[src/hw/csr_index_generator_pkg.sv]
// ----------------------------
// Shared widths, vector types and the
// tracker state encoding for the CSR
// index configuration loader
// ----------------------------

package csr_index_generator_pkg;

    // Response stream
    localparam int DATA_W        = 32;
    localparam int OFFSET_W      = 16;

    // One configuration is a run of eight words
    localparam int NUM_WORDS     = 8;
    localparam int FIFO_DEPTH    = 16;

    // Field widths sliced out of the words
    localparam int FLAGS_W       = 5;
    localparam int GRANULARITY_W = 5;
    localparam int CMD_W         = 4;
    localparam int BUFFER_ID_W   = 4;

    // flags + four index values + granularity + direction + command + buffer id
    localparam int CONFIG_BITS   = FLAGS_W + 4 * DATA_W + GRANULARITY_W + 1
                                 + CMD_W + BUFFER_ID_W;

    typedef logic [DATA_W-1:0]              data_word_t;
    typedef logic [OFFSET_W-1:0]            offset_t;
    typedef logic [$clog2(NUM_WORDS)-1:0]   word_index_t;
    typedef logic [NUM_WORDS-1:0]           slot_t;

    typedef logic [DATA_W-1:0]              index_t;
    typedef logic [FLAGS_W-1:0]             flags_t;
    typedef logic [GRANULARITY_W-1:0]       granularity_t;
    typedef logic [CMD_W-1:0]               cmd_t;
    typedef logic [BUFFER_ID_W-1:0]         buffer_id_t;

    typedef logic [CONFIG_BITS-1:0]         config_bits_t;

    // Sequence tracker
    typedef enum logic {
        IDLE,
        COLLECT
    } tracker_state_t;

endpackage : csr_index_generator_pkg
[src/hw/csr_index_generator.sv]
// ----------------------------
// CSR index configuration loader
// filter, tracker, decoder, FIFO
// ----------------------------

module csr_index_generator #(
    parameter csr_index_generator_pkg::offset_t SEQ_BASE = '0
) (
    input  logic                                   ap_clk,
    input  logic                                   areset_csr_index_generator,
    input  logic                                   resp_valid,
    input  csr_index_generator_pkg::offset_t       resp_offset,
    input  csr_index_generator_pkg::data_word_t    resp_data,
    input  logic                                   cfg_ready,
    output logic                                   cfg_valid,
    output csr_index_generator_pkg::flags_t        cfg_flags,
    output csr_index_generator_pkg::index_t        cfg_index_start,
    output csr_index_generator_pkg::index_t        cfg_index_end,
    output csr_index_generator_pkg::index_t        cfg_stride,
    output csr_index_generator_pkg::granularity_t  cfg_granularity,
    output logic                                   cfg_direction,
    output csr_index_generator_pkg::cmd_t          cfg_command,
    output csr_index_generator_pkg::buffer_id_t    cfg_buffer_id,
    output csr_index_generator_pkg::index_t        cfg_array_size,
    output logic                                   overflow
);

    // Filter outputs
    logic                                   word_valid;
    csr_index_generator_pkg::word_index_t   word_index;
    csr_index_generator_pkg::data_word_t    word_data;

    // Tracker outputs
    logic                                   capture;
    csr_index_generator_pkg::slot_t         slot;
    logic                                   complete;

    // Decoded configuration
    logic                                   push;
    csr_index_generator_pkg::flags_t        flags;
    csr_index_generator_pkg::index_t        index_start;
    csr_index_generator_pkg::index_t        index_end;
    csr_index_generator_pkg::index_t        stride;
    csr_index_generator_pkg::granularity_t  granularity;
    logic                                   direction;
    csr_index_generator_pkg::cmd_t          command;
    csr_index_generator_pkg::buffer_id_t    buffer_id;
    csr_index_generator_pkg::index_t        array_size;

    response_window_filter #(
        .SEQ_BASE(SEQ_BASE)
    ) u_filter (
        .ap_clk                    (ap_clk),
        .areset_csr_index_generator(areset_csr_index_generator),
        .resp_valid                (resp_valid),
        .resp_offset               (resp_offset),
        .resp_data                 (resp_data),
        .word_valid                (word_valid),
        .word_index                (word_index),
        .word_data                 (word_data)
    );

    config_sequence_tracker u_tracker (
        .ap_clk                    (ap_clk),
        .areset_csr_index_generator(areset_csr_index_generator),
        .word_valid                (word_valid),
        .word_index                (word_index),
        .capture                   (capture),
        .slot                      (slot),
        .complete                  (complete)
    );

    config_field_decoder u_decoder (
        .ap_clk                    (ap_clk),
        .areset_csr_index_generator(areset_csr_index_generator),
        .capture                   (capture),
        .slot                      (slot),
        .complete                  (complete),
        .word_data                 (word_data),
        .push                      (push),
        .flags                     (flags),
        .index_start               (index_start),
        .index_end                 (index_end),
        .stride                    (stride),
        .granularity               (granularity),
        .direction                 (direction),
        .command                   (command),
        .buffer_id                 (buffer_id),
        .array_size                (array_size)
    );

    config_output_fifo u_fifo (
        .ap_clk                    (ap_clk),
        .areset_csr_index_generator(areset_csr_index_generator),
        .push                      (push),
        .flags                     (flags),
        .index_start               (index_start),
        .index_end                 (index_end),
        .stride                    (stride),
        .granularity               (granularity),
        .direction                 (direction),
        .command                   (command),
        .buffer_id                 (buffer_id),
        .array_size                (array_size),
        .cfg_ready                 (cfg_ready),
        .cfg_valid                 (cfg_valid),
        .cfg_flags                 (cfg_flags),
        .cfg_index_start           (cfg_index_start),
        .cfg_index_end             (cfg_index_end),
        .cfg_stride                (cfg_stride),
        .cfg_granularity           (cfg_granularity),
        .cfg_direction             (cfg_direction),
        .cfg_command               (cfg_command),
        .cfg_buffer_id             (cfg_buffer_id),
        .cfg_array_size            (cfg_array_size),
        .overflow                  (overflow)
    );

endmodule : csr_index_generator

[src/hw/config_output_fifo.sv]
// ----------------------------
// Configuration FIFO with valid/ready
// drain and sticky overflow flag
// ----------------------------

module config_output_fifo (
    input  logic                                   ap_clk,
    input  logic                                   areset_csr_index_generator,
    input  logic                                   push,
    input  csr_index_generator_pkg::flags_t        flags,
    input  csr_index_generator_pkg::index_t        index_start,
    input  csr_index_generator_pkg::index_t        index_end,
    input  csr_index_generator_pkg::index_t        stride,
    input  csr_index_generator_pkg::granularity_t  granularity,
    input  logic                                   direction,
    input  csr_index_generator_pkg::cmd_t          command,
    input  csr_index_generator_pkg::buffer_id_t    buffer_id,
    input  csr_index_generator_pkg::index_t        array_size,
    input  logic                                   cfg_ready,
    output logic                                   cfg_valid,
    output csr_index_generator_pkg::flags_t        cfg_flags,
    output csr_index_generator_pkg::index_t        cfg_index_start,
    output csr_index_generator_pkg::index_t        cfg_index_end,
    output csr_index_generator_pkg::index_t        cfg_stride,
    output csr_index_generator_pkg::granularity_t  cfg_granularity,
    output logic                                   cfg_direction,
    output csr_index_generator_pkg::cmd_t          cfg_command,
    output csr_index_generator_pkg::buffer_id_t    cfg_buffer_id,
    output csr_index_generator_pkg::index_t        cfg_array_size,
    output logic                                   overflow
);

    csr_index_generator_pkg::config_bits_t  mem [csr_index_generator_pkg::FIFO_DEPTH];
    csr_index_generator_pkg::config_bits_t  wr_entry;
    logic [$clog2(csr_index_generator_pkg::FIFO_DEPTH)-1:0]  wr_ptr;
    logic [$clog2(csr_index_generator_pkg::FIFO_DEPTH)-1:0]  rd_ptr;
    logic [$clog2(csr_index_generator_pkg::FIFO_DEPTH+1)-1:0] count;
    logic                                   full;
    logic                                   pop;
    logic                                   push_accept;

    assign wr_entry = {flags, index_start, index_end, stride, granularity,
                       direction, command, buffer_id, array_size};

    // Head entry straight onto the outputs
    assign {cfg_flags, cfg_index_start, cfg_index_end, cfg_stride, cfg_granularity,
            cfg_direction, cfg_command, cfg_buffer_id, cfg_array_size} = mem[rd_ptr];

    assign cfg_valid   = (count != '0);
    assign full        = (count == csr_index_generator_pkg::FIFO_DEPTH);
    assign pop         = cfg_valid & cfg_ready;
    // A full FIFO still takes the push when the head leaves in the same cycle
    assign push_accept = push & (~full | pop);

    always_ff @(posedge ap_clk) begin
        if (push_accept) begin
            mem[wr_ptr] <= wr_entry;
        end
    end

    // ----------------------------
    // Pointers, count, overflow
    // ----------------------------
    always_ff @(posedge ap_clk) begin
        if (areset_csr_index_generator) begin
            wr_ptr   <= '0;
            rd_ptr   <= '0;
            count    <= '0;
            overflow <= 1'b0;
        end else begin
            if (push_accept) begin
                wr_ptr <= wr_ptr + 1'b1;
            end
            if (pop) begin
                rd_ptr <= rd_ptr + 1'b1;
            end
            case ({push_accept, pop})
                2'b10:   count <= count + 1'b1;
                2'b01:   count <= count - 1'b1;
                default: count <= count;
            endcase
            if (push && !push_accept) begin
                overflow <= 1'b1;
            end
        end
    end

endmodule : config_output_fifo

[src/hw/config_field_decoder.sv]
// ----------------------------
// Field registers of one index
// generator configuration, loaded
// slot by slot from captured words
// ----------------------------

module config_field_decoder (
    input  logic                                   ap_clk,
    input  logic                                   areset_csr_index_generator,
    input  logic                                   capture,
    input  csr_index_generator_pkg::slot_t         slot,
    input  logic                                   complete,
    input  csr_index_generator_pkg::data_word_t    word_data,
    output logic                                   push,
    output csr_index_generator_pkg::flags_t        flags,
    output csr_index_generator_pkg::index_t        index_start,
    output csr_index_generator_pkg::index_t        index_end,
    output csr_index_generator_pkg::index_t        stride,
    output csr_index_generator_pkg::granularity_t  granularity,
    output logic                                   direction,
    output csr_index_generator_pkg::cmd_t          command,
    output csr_index_generator_pkg::buffer_id_t    buffer_id,
    output csr_index_generator_pkg::index_t        array_size
);

    // Push follows the slot 7 capture by one edge
    always_ff @(posedge ap_clk) begin
        if (areset_csr_index_generator) begin
            push <= 1'b0;
        end else begin
            push <= complete;
        end
    end

    // ----------------------------
    // Field slicing per slot
    // ----------------------------
    always_ff @(posedge ap_clk) begin
        if (capture) begin
            if (slot[0]) begin
                // increment, decrement, mode_sequence, mode_buffer, mode_break
                flags <= word_data[csr_index_generator_pkg::FLAGS_W-1:0];
            end
            if (slot[1]) begin
                index_start <= word_data;
            end
            if (slot[2]) begin
                index_end <= word_data;
            end
            if (slot[3]) begin
                stride <= word_data;
            end
            if (slot[4]) begin
                granularity <= word_data[csr_index_generator_pkg::GRANULARITY_W-1:0];
                direction   <= word_data[csr_index_generator_pkg::DATA_W-1];
            end
            if (slot[5]) begin
                command <= word_data[csr_index_generator_pkg::CMD_W-1:0];
            end
            if (slot[6]) begin
                buffer_id <= word_data[csr_index_generator_pkg::BUFFER_ID_W-1:0];
            end
            if (slot[7]) begin
                array_size <= word_data;
            end
        end
    end

endmodule : config_field_decoder

[src/hw/config_sequence_tracker.sv]
// ----------------------------
// Word order FSM, issues one-hot
// capture strobes per field slot
// ----------------------------

module config_sequence_tracker (
    input  logic                                  ap_clk,
    input  logic                                  areset_csr_index_generator,
    input  logic                                  word_valid,
    input  csr_index_generator_pkg::word_index_t  word_index,
    output logic                                  capture,
    output csr_index_generator_pkg::slot_t        slot,
    output logic                                  complete
);

    csr_index_generator_pkg::tracker_state_t  state;
    csr_index_generator_pkg::word_index_t     expected;
    logic                                     is_start;
    logic                                     is_next;

    assign is_start = (word_index == '0);
    assign is_next  = (state == csr_index_generator_pkg::COLLECT) && (word_index == expected);

    // Index 0 always (re)starts, otherwise only the expected index is taken
    assign capture  = word_valid & (is_start | is_next);
    assign slot     = csr_index_generator_pkg::slot_t'(1) << word_index;
    assign complete = capture & (word_index == csr_index_generator_pkg::NUM_WORDS - 1);

    // ----------------------------
    // State update
    // ----------------------------
    always_ff @(posedge ap_clk) begin
        if (areset_csr_index_generator) begin
            state    <= csr_index_generator_pkg::IDLE;
            expected <= '0;
        end else if (capture) begin
            expected <= word_index + 1'b1;
            if (complete) begin
                state <= csr_index_generator_pkg::IDLE;
            end else begin
                state <= csr_index_generator_pkg::COLLECT;
            end
        end else if (word_valid && state == csr_index_generator_pkg::COLLECT) begin
            // Out of order word, drop the partial sequence
            state    <= csr_index_generator_pkg::IDLE;
            expected <= '0;
        end
    end

endmodule : config_sequence_tracker

[src/hw/response_window_filter.sv]
// ----------------------------
// Input register stage and offset
// window filter for memory responses
// ----------------------------

module response_window_filter #(
    parameter csr_index_generator_pkg::offset_t SEQ_BASE = '0
) (
    input  logic                                  ap_clk,
    input  logic                                  areset_csr_index_generator,
    input  logic                                  resp_valid,
    input  csr_index_generator_pkg::offset_t      resp_offset,
    input  csr_index_generator_pkg::data_word_t   resp_data,
    output logic                                  word_valid,
    output csr_index_generator_pkg::word_index_t  word_index,
    output csr_index_generator_pkg::data_word_t   word_data
);

    logic                                 resp_valid_reg;
    csr_index_generator_pkg::offset_t     resp_offset_reg;
    csr_index_generator_pkg::data_word_t  resp_data_reg;
    csr_index_generator_pkg::offset_t     offset_diff;
    logic                                 in_window;

    always_ff @(posedge ap_clk) begin
        if (areset_csr_index_generator) begin
            resp_valid_reg <= 1'b0;
        end else begin
            resp_valid_reg <= resp_valid;
        end
    end

    // Response payload
    always_ff @(posedge ap_clk) begin
        resp_offset_reg <= resp_offset;
        resp_data_reg   <= resp_data;
    end

    // Window test on the distance from the base so that base + 8 never wraps
    assign offset_diff = resp_offset_reg - SEQ_BASE;
    assign in_window   = (resp_offset_reg >= SEQ_BASE) &&
                         (offset_diff < csr_index_generator_pkg::NUM_WORDS);

    assign word_valid = resp_valid_reg & in_window;
    assign word_index = csr_index_generator_pkg::word_index_t'(offset_diff);
    assign word_data  = resp_data_reg;

endmodule : response_window_filter

[config.mk]
export PLATFORM = sky130hd
export DESIGN_NAME = csr_index_generator
export DESIGN_NICKNAME = d
export VERILOG_FILES = /design/src/hw/csr_index_generator_pkg.sv /design/src/hw/csr_index_generator.sv /design/src/hw/config_output_fifo.sv /design/src/hw/config_field_decoder.sv /design/src/hw/config_sequence_tracker.sv /design/src/hw/response_window_filter.sv
export SDC_FILE = /design/constraint.sdc
export NUM_CORES = 2
export LEC_CHECK = 0
export BUFFER_PORTS_ARGS = -buffer_cell sky130_fd_sc_hd__buf_2
export CORE_MARGIN = 3
export CORE_UTILIZATION = 30
export DETAILED_ROUTE_END_ITERATION = 8
export PLACE_DENSITY = 0.51
export SLEW_MARGIN = 20
export SYNTH_ARGS = -nofsm -noshare
export SYNTH_HDL_FRONTEND = slang
export SYNTH_SLANG_ARGS = --single-unit
[constraint.sdc]
create_clock -name ap_clk -period 24.8 [get_ports ap_clk]
set_input_delay 4.96 -clock ap_clk [delete_from_list [all_inputs] [get_ports ap_clk]]
set_output_delay 4.96 -clock ap_clk [all_outputs]
set_load 0.01 [all_outputs]
==> impl_metrics.env <==
export IMPL_global_route_peak_usage_layer="met2"
export IMPL_die_area_um2=322000
export IMPL_synth_top_area_share_pct=79.4
export IMPL_postSynth_asyncResetShare_pct=0
export IMPL_cts_sinks=2571
export IMPL_rsz0062_at_grt="false"
export IMPL_crit_path_max_fanout=46
export IMPL_avgViaCountPerCell=5.06
export IMPL_slew_headroom_pct=26.6
export IMPL_post_cts_setup_buffers=0
export IMPL_path_delay_family="buffers and inverters"
export IMPL_global_route_overflow_total=0
export IMPL_global_route_total_usage_across_every_layer_pct=15.8
export IMPL_cts_buffers_inserted=282
export IMPL_finalWeightedCongestion=0.711
export IMPL_synth_simple_area_share_pct=1.16
export IMPL_synthesis_yosys_warnings=0
export IMPL_clock_tree_htree_level_count=5
export IMPL_detail_route_wirelength_um=259000
export IMPL_cpMostUsedCell="sky130_fd_sc_hd__buf_4"
export IMPL_ff_latch_area_um2=76500
export IMPL_critical_path_reg2reg_startpoint="u_fifo.count[4]"
export IMPL_use_met1_pct=21.7
export IMPL_crit_path_start_kind="register"
export IMPL_final_cell_mix="sky130_fd_sc_hd__edfxtp_1, sky130_fd_sc_hd__mux4_2, sky130_fd_sc_hd__clkbuf_16"
export IMPL_count_of_cells_resized_by_post_cts_repair=0
export IMPL_synth_seq_cells=2571
export IMPL_post_dp_hpwl_um=130000
export IMPL_max_cap_violations=0
export IMPL_std_cell_core_area_um2=313000
export IMPL_drt_iter0_markers=4863
export IMPL_ys_top_cells_by_area="sky130_fd_sc_hd__edfxtp_1, sky130_fd_sc_hd__mux4_2, sky130_fd_sc_hd__a22oi_1"
export IMPL_numPortBuffers=200
export IMPL_syn_nets=4031
export IMPL_main_combinational_cell_family_by_area_after_synthesis="multiplexers"
export IMPL_largest_register="u_fifo.mem"
export IMPL_synth_seq_area_share_pct=80.9
export IMPL_yosysTopAreaCell="sky130_fd_sc_hd__edfxtp_1"
export IMPL_max_freq_mhz=87.9
export IMPL_final_common_cell="sky130_fd_sc_hd__edfxtp_1"
export IMPL_synth_cells=3964
export IMPL_grt_pass1_vias=45619
export IMPL_yosysUniqueCellTypes=55
export IMPL_synth_enable_flop_cells=2499
export IMPL_setup_viol_count_final=0
export IMPL_timing_setup_critical_path_class="register to output port"
export IMPL_critical_path_endpoint_type="output port"
export IMPL_post_route_period_util_pct=45.9
export IMPL_hold_class="register to register"
export IMPL_die_w_um=567
export IMPL_die_y_um=567
export IMPL_synth_xor_xnor_area_share_pct=0.0834
export IMPL_global_route_met3_usage_pct=2.72
export IMPL_final_cell_area_um2=110000
export IMPL_power_density_nw_per_um2=90.1
export IMPL_syn2layout_area_growth_pct=16.1
export IMPL_clock_latency_ps=880
export IMPL_root_buffer="sky130_fd_sc_hd__clkbuf_16"
export IMPL_number_of_flip_flops_in_the_largest_register=2352
export IMPL_final_period_minus_worst_setup_slack_ps=11380
export IMPL_critPathArrivalTime_ps=6420
export IMPL_syn_area_um2=94500
export IMPL_arithmetic_cell_share_of_the_synthesized_area_counting_full_adders_half_adders_and_majority_gates_pct=0.207
export IMPL_initial_utilization_pct=30.2
export IMPL_synth_compound_area_share_pct=2.48
export IMPL_final_nets=4409
export IMPL_final_antenna_net_count=0
export IMPL_critical_path_cell_chain="buf_4 -> buf_4 -> buf_4 -> buf_4 -> mux4_2 -> a22oi_1 -> nand2_1 -> buf_2"
export IMPL_leakagePower_nw=33.4
export IMPL_remaining_drc_errors=0
export IMPL_antenna_found_initial=49
export IMPL_layout_drive_gt1_share_pct=28.9
export IMPL_placement_cell_area_um2=101000
export IMPL_mux_share_of_post_synthesis_cell_area_pct=14.1
export IMPL_finClkSkew_ps=64.4
export IMPL_groute_layer_met2_usage_pct=25.8
export IMPL_worst_ep_required_time_ps=19840
export IMPL_outcome="finished, final reports clean"
export IMPL_ctsLongestPathBuffers=4
export IMPL_drt_pass1_iter_count=7
export IMPL_multi_input_comb_area_um2=17200
export IMPL_yosys_most_used_dff="sky130_fd_sc_hd__edfxtp_1"
export IMPL_num_vias=44219
export IMPL_tritoncts="yes"
export IMPL_largest_net_degree_at_the_start_of_global_routing=161
export IMPL_timing_critical_path_slowest_stage_cell="sky130_fd_sc_hd__dfxtp_4"
export IMPL_ios=201
export IMPL_drt_wl_cell_um=29.7
export IMPL_cts_clk_slew_worst_paths_ps=50
export IMPL_timing_setup_tns_ps=0
export IMPL_fp_row_count=205
export IMPL_critical_path_n_buffers_inverters=5
export IMPL_holdWs_ps=491
export IMPL_min_delay_start="u_fifo.overflow"
export IMPL_timing_hold_violations_final=0
export IMPL_post_cts_hold_buffer_count=0
export IMPL_final_fill_count=28677
export IMPL_largest_stage_delay_worst_path_ps=940
export IMPL_final_max_slew_viol_count=0
export IMPL_tightest_slew_ps=1100
export IMPL_global_route_wire_length_before_repair_um=360000
export IMPL_syn_mean_instance_area_um2=23.8
export IMPL_peakVddDrop_mv=0.0674
==> metal layers <==
layer	vias to the layer above	share of wire, %
li1	17795	-
met2	1687	49
met4	10	2.5
met1	24366	42
met5	-	0.027
met3	361	7.1
==> cell usage after synthesis (2+ instances only) <==
master and n:
sky130_fd_sc_hd__a21o_1 2, sky130_fd_sc_hd__a21oi_1 3, sky130_fd_sc_hd__a22oi_1 240, sky130_fd_sc_hd__a41oi_1 2, sky130_fd_sc_hd__and2_1 5, sky130_fd_sc_hd__buf_1 39
sky130_fd_sc_hd__buf_2 42, sky130_fd_sc_hd__buf_4 30, sky130_fd_sc_hd__buf_6 7, sky130_fd_sc_hd__clkbuf_1 84, sky130_fd_sc_hd__dfxtp_1 72, sky130_fd_sc_hd__edfxtp_1 2499
sky130_fd_sc_hd__ha_1 14, sky130_fd_sc_hd__inv_1 11, sky130_fd_sc_hd__mux2i_1 3, sky130_fd_sc_hd__mux4_2 588, sky130_fd_sc_hd__nand2_1 128, sky130_fd_sc_hd__nand2b_1 9
sky130_fd_sc_hd__nand3_1 2, sky130_fd_sc_hd__nand4_1 3, sky130_fd_sc_hd__nand4b_1 2, sky130_fd_sc_hd__nor2_1 58, sky130_fd_sc_hd__nor2b_1 13, sky130_fd_sc_hd__nor3_1 6
sky130_fd_sc_hd__nor3b_1 2, sky130_fd_sc_hd__nor4_1 2, sky130_fd_sc_hd__o211ai_1 3, sky130_fd_sc_hd__o21ai_0 3, sky130_fd_sc_hd__o22ai_1 54, sky130_fd_sc_hd__o41ai_2 2
sky130_fd_sc_hd__or2_2 4, sky130_fd_sc_hd__or4_1 2, sky130_fd_sc_hd__xnor2_1 5, sky130_fd_sc_hd__xor2_1 4
==> logic make-up (layout without fill, tap and decap cells) <==
logic type | Yosys count | in the layout
adder cells (fa/ha/maj) | 15 | 15
multiplexers | 592 | 592
XOR/XNOR | 9 | 9
flip-flops | 2571 | 2571
AO/OA/AOI/OAI | 318 | 318
AND/OR/NAND/NOR | 245 | 245
buffers and inverters | 214 | 814
other | 0 | 29
==> stage by stage <==
stage	std cells	setup WS, ps	util (%)	power [W]
4_1_cts	8704	13040	35.1	0.0100
3_3_place_gp	8198	14000	32.2	0.00600
2_1_floorplan	3964	8550	-	0.00567
3_5_place_dp	8198	13960	32.2	0.00600
5_1_grt	8714	12710	35.1	0.0103
6_report	8733	13420	35.1	0.00988
==> final cells by class <==
cell class                      count  area share, %
Clock inverter                    154           1.26
Sequential cell                  2571           69.7
Antenna cell                       29         0.0661
Clock buffer                      352           6.79
Inverter                           11         0.0376
Tap cell                         4140           4.72
Timing Repair Buffer              297           1.76
Multi-Input combinational cell   1179           15.6
==> worst register-to-register path: stages, from the launching register on <==
cell	delay, ps
sky130_fd_sc_hd__dfxtp_1	390
sky130_fd_sc_hd__nor2b_1	180
sky130_fd_sc_hd__a21boi_1	400
sky130_fd_sc_hd__nand2_1	330
sky130_fd_sc_hd__nor2_4	150
sky130_fd_sc_hd__buf_4	790
sky130_fd_sc_hd__buf_4	790
sky130_fd_sc_hd__buf_4	830
==> worst paths after layout <==
| kind | end | slack (ps) | depth (start not counted) |
|---|---|---|---|
| min | u_fifo.overflow | 490 | 2 |
| max reg2reg | u_fifo.mem[8][98] | 20530 | 7 |
| max | cfg_stride[30] | 13420 | 8 |
| min reg2reg | u_fifo.overflow | 490 | 2 |
==> power by group <==
part	switching, W	internal (W)
registers	0.0000425	0.00470
logic	0.000565	0.000552
clock network	0.00170	0.00232
total	0.00230	0.00758
(Power assumes the default switching activity.)
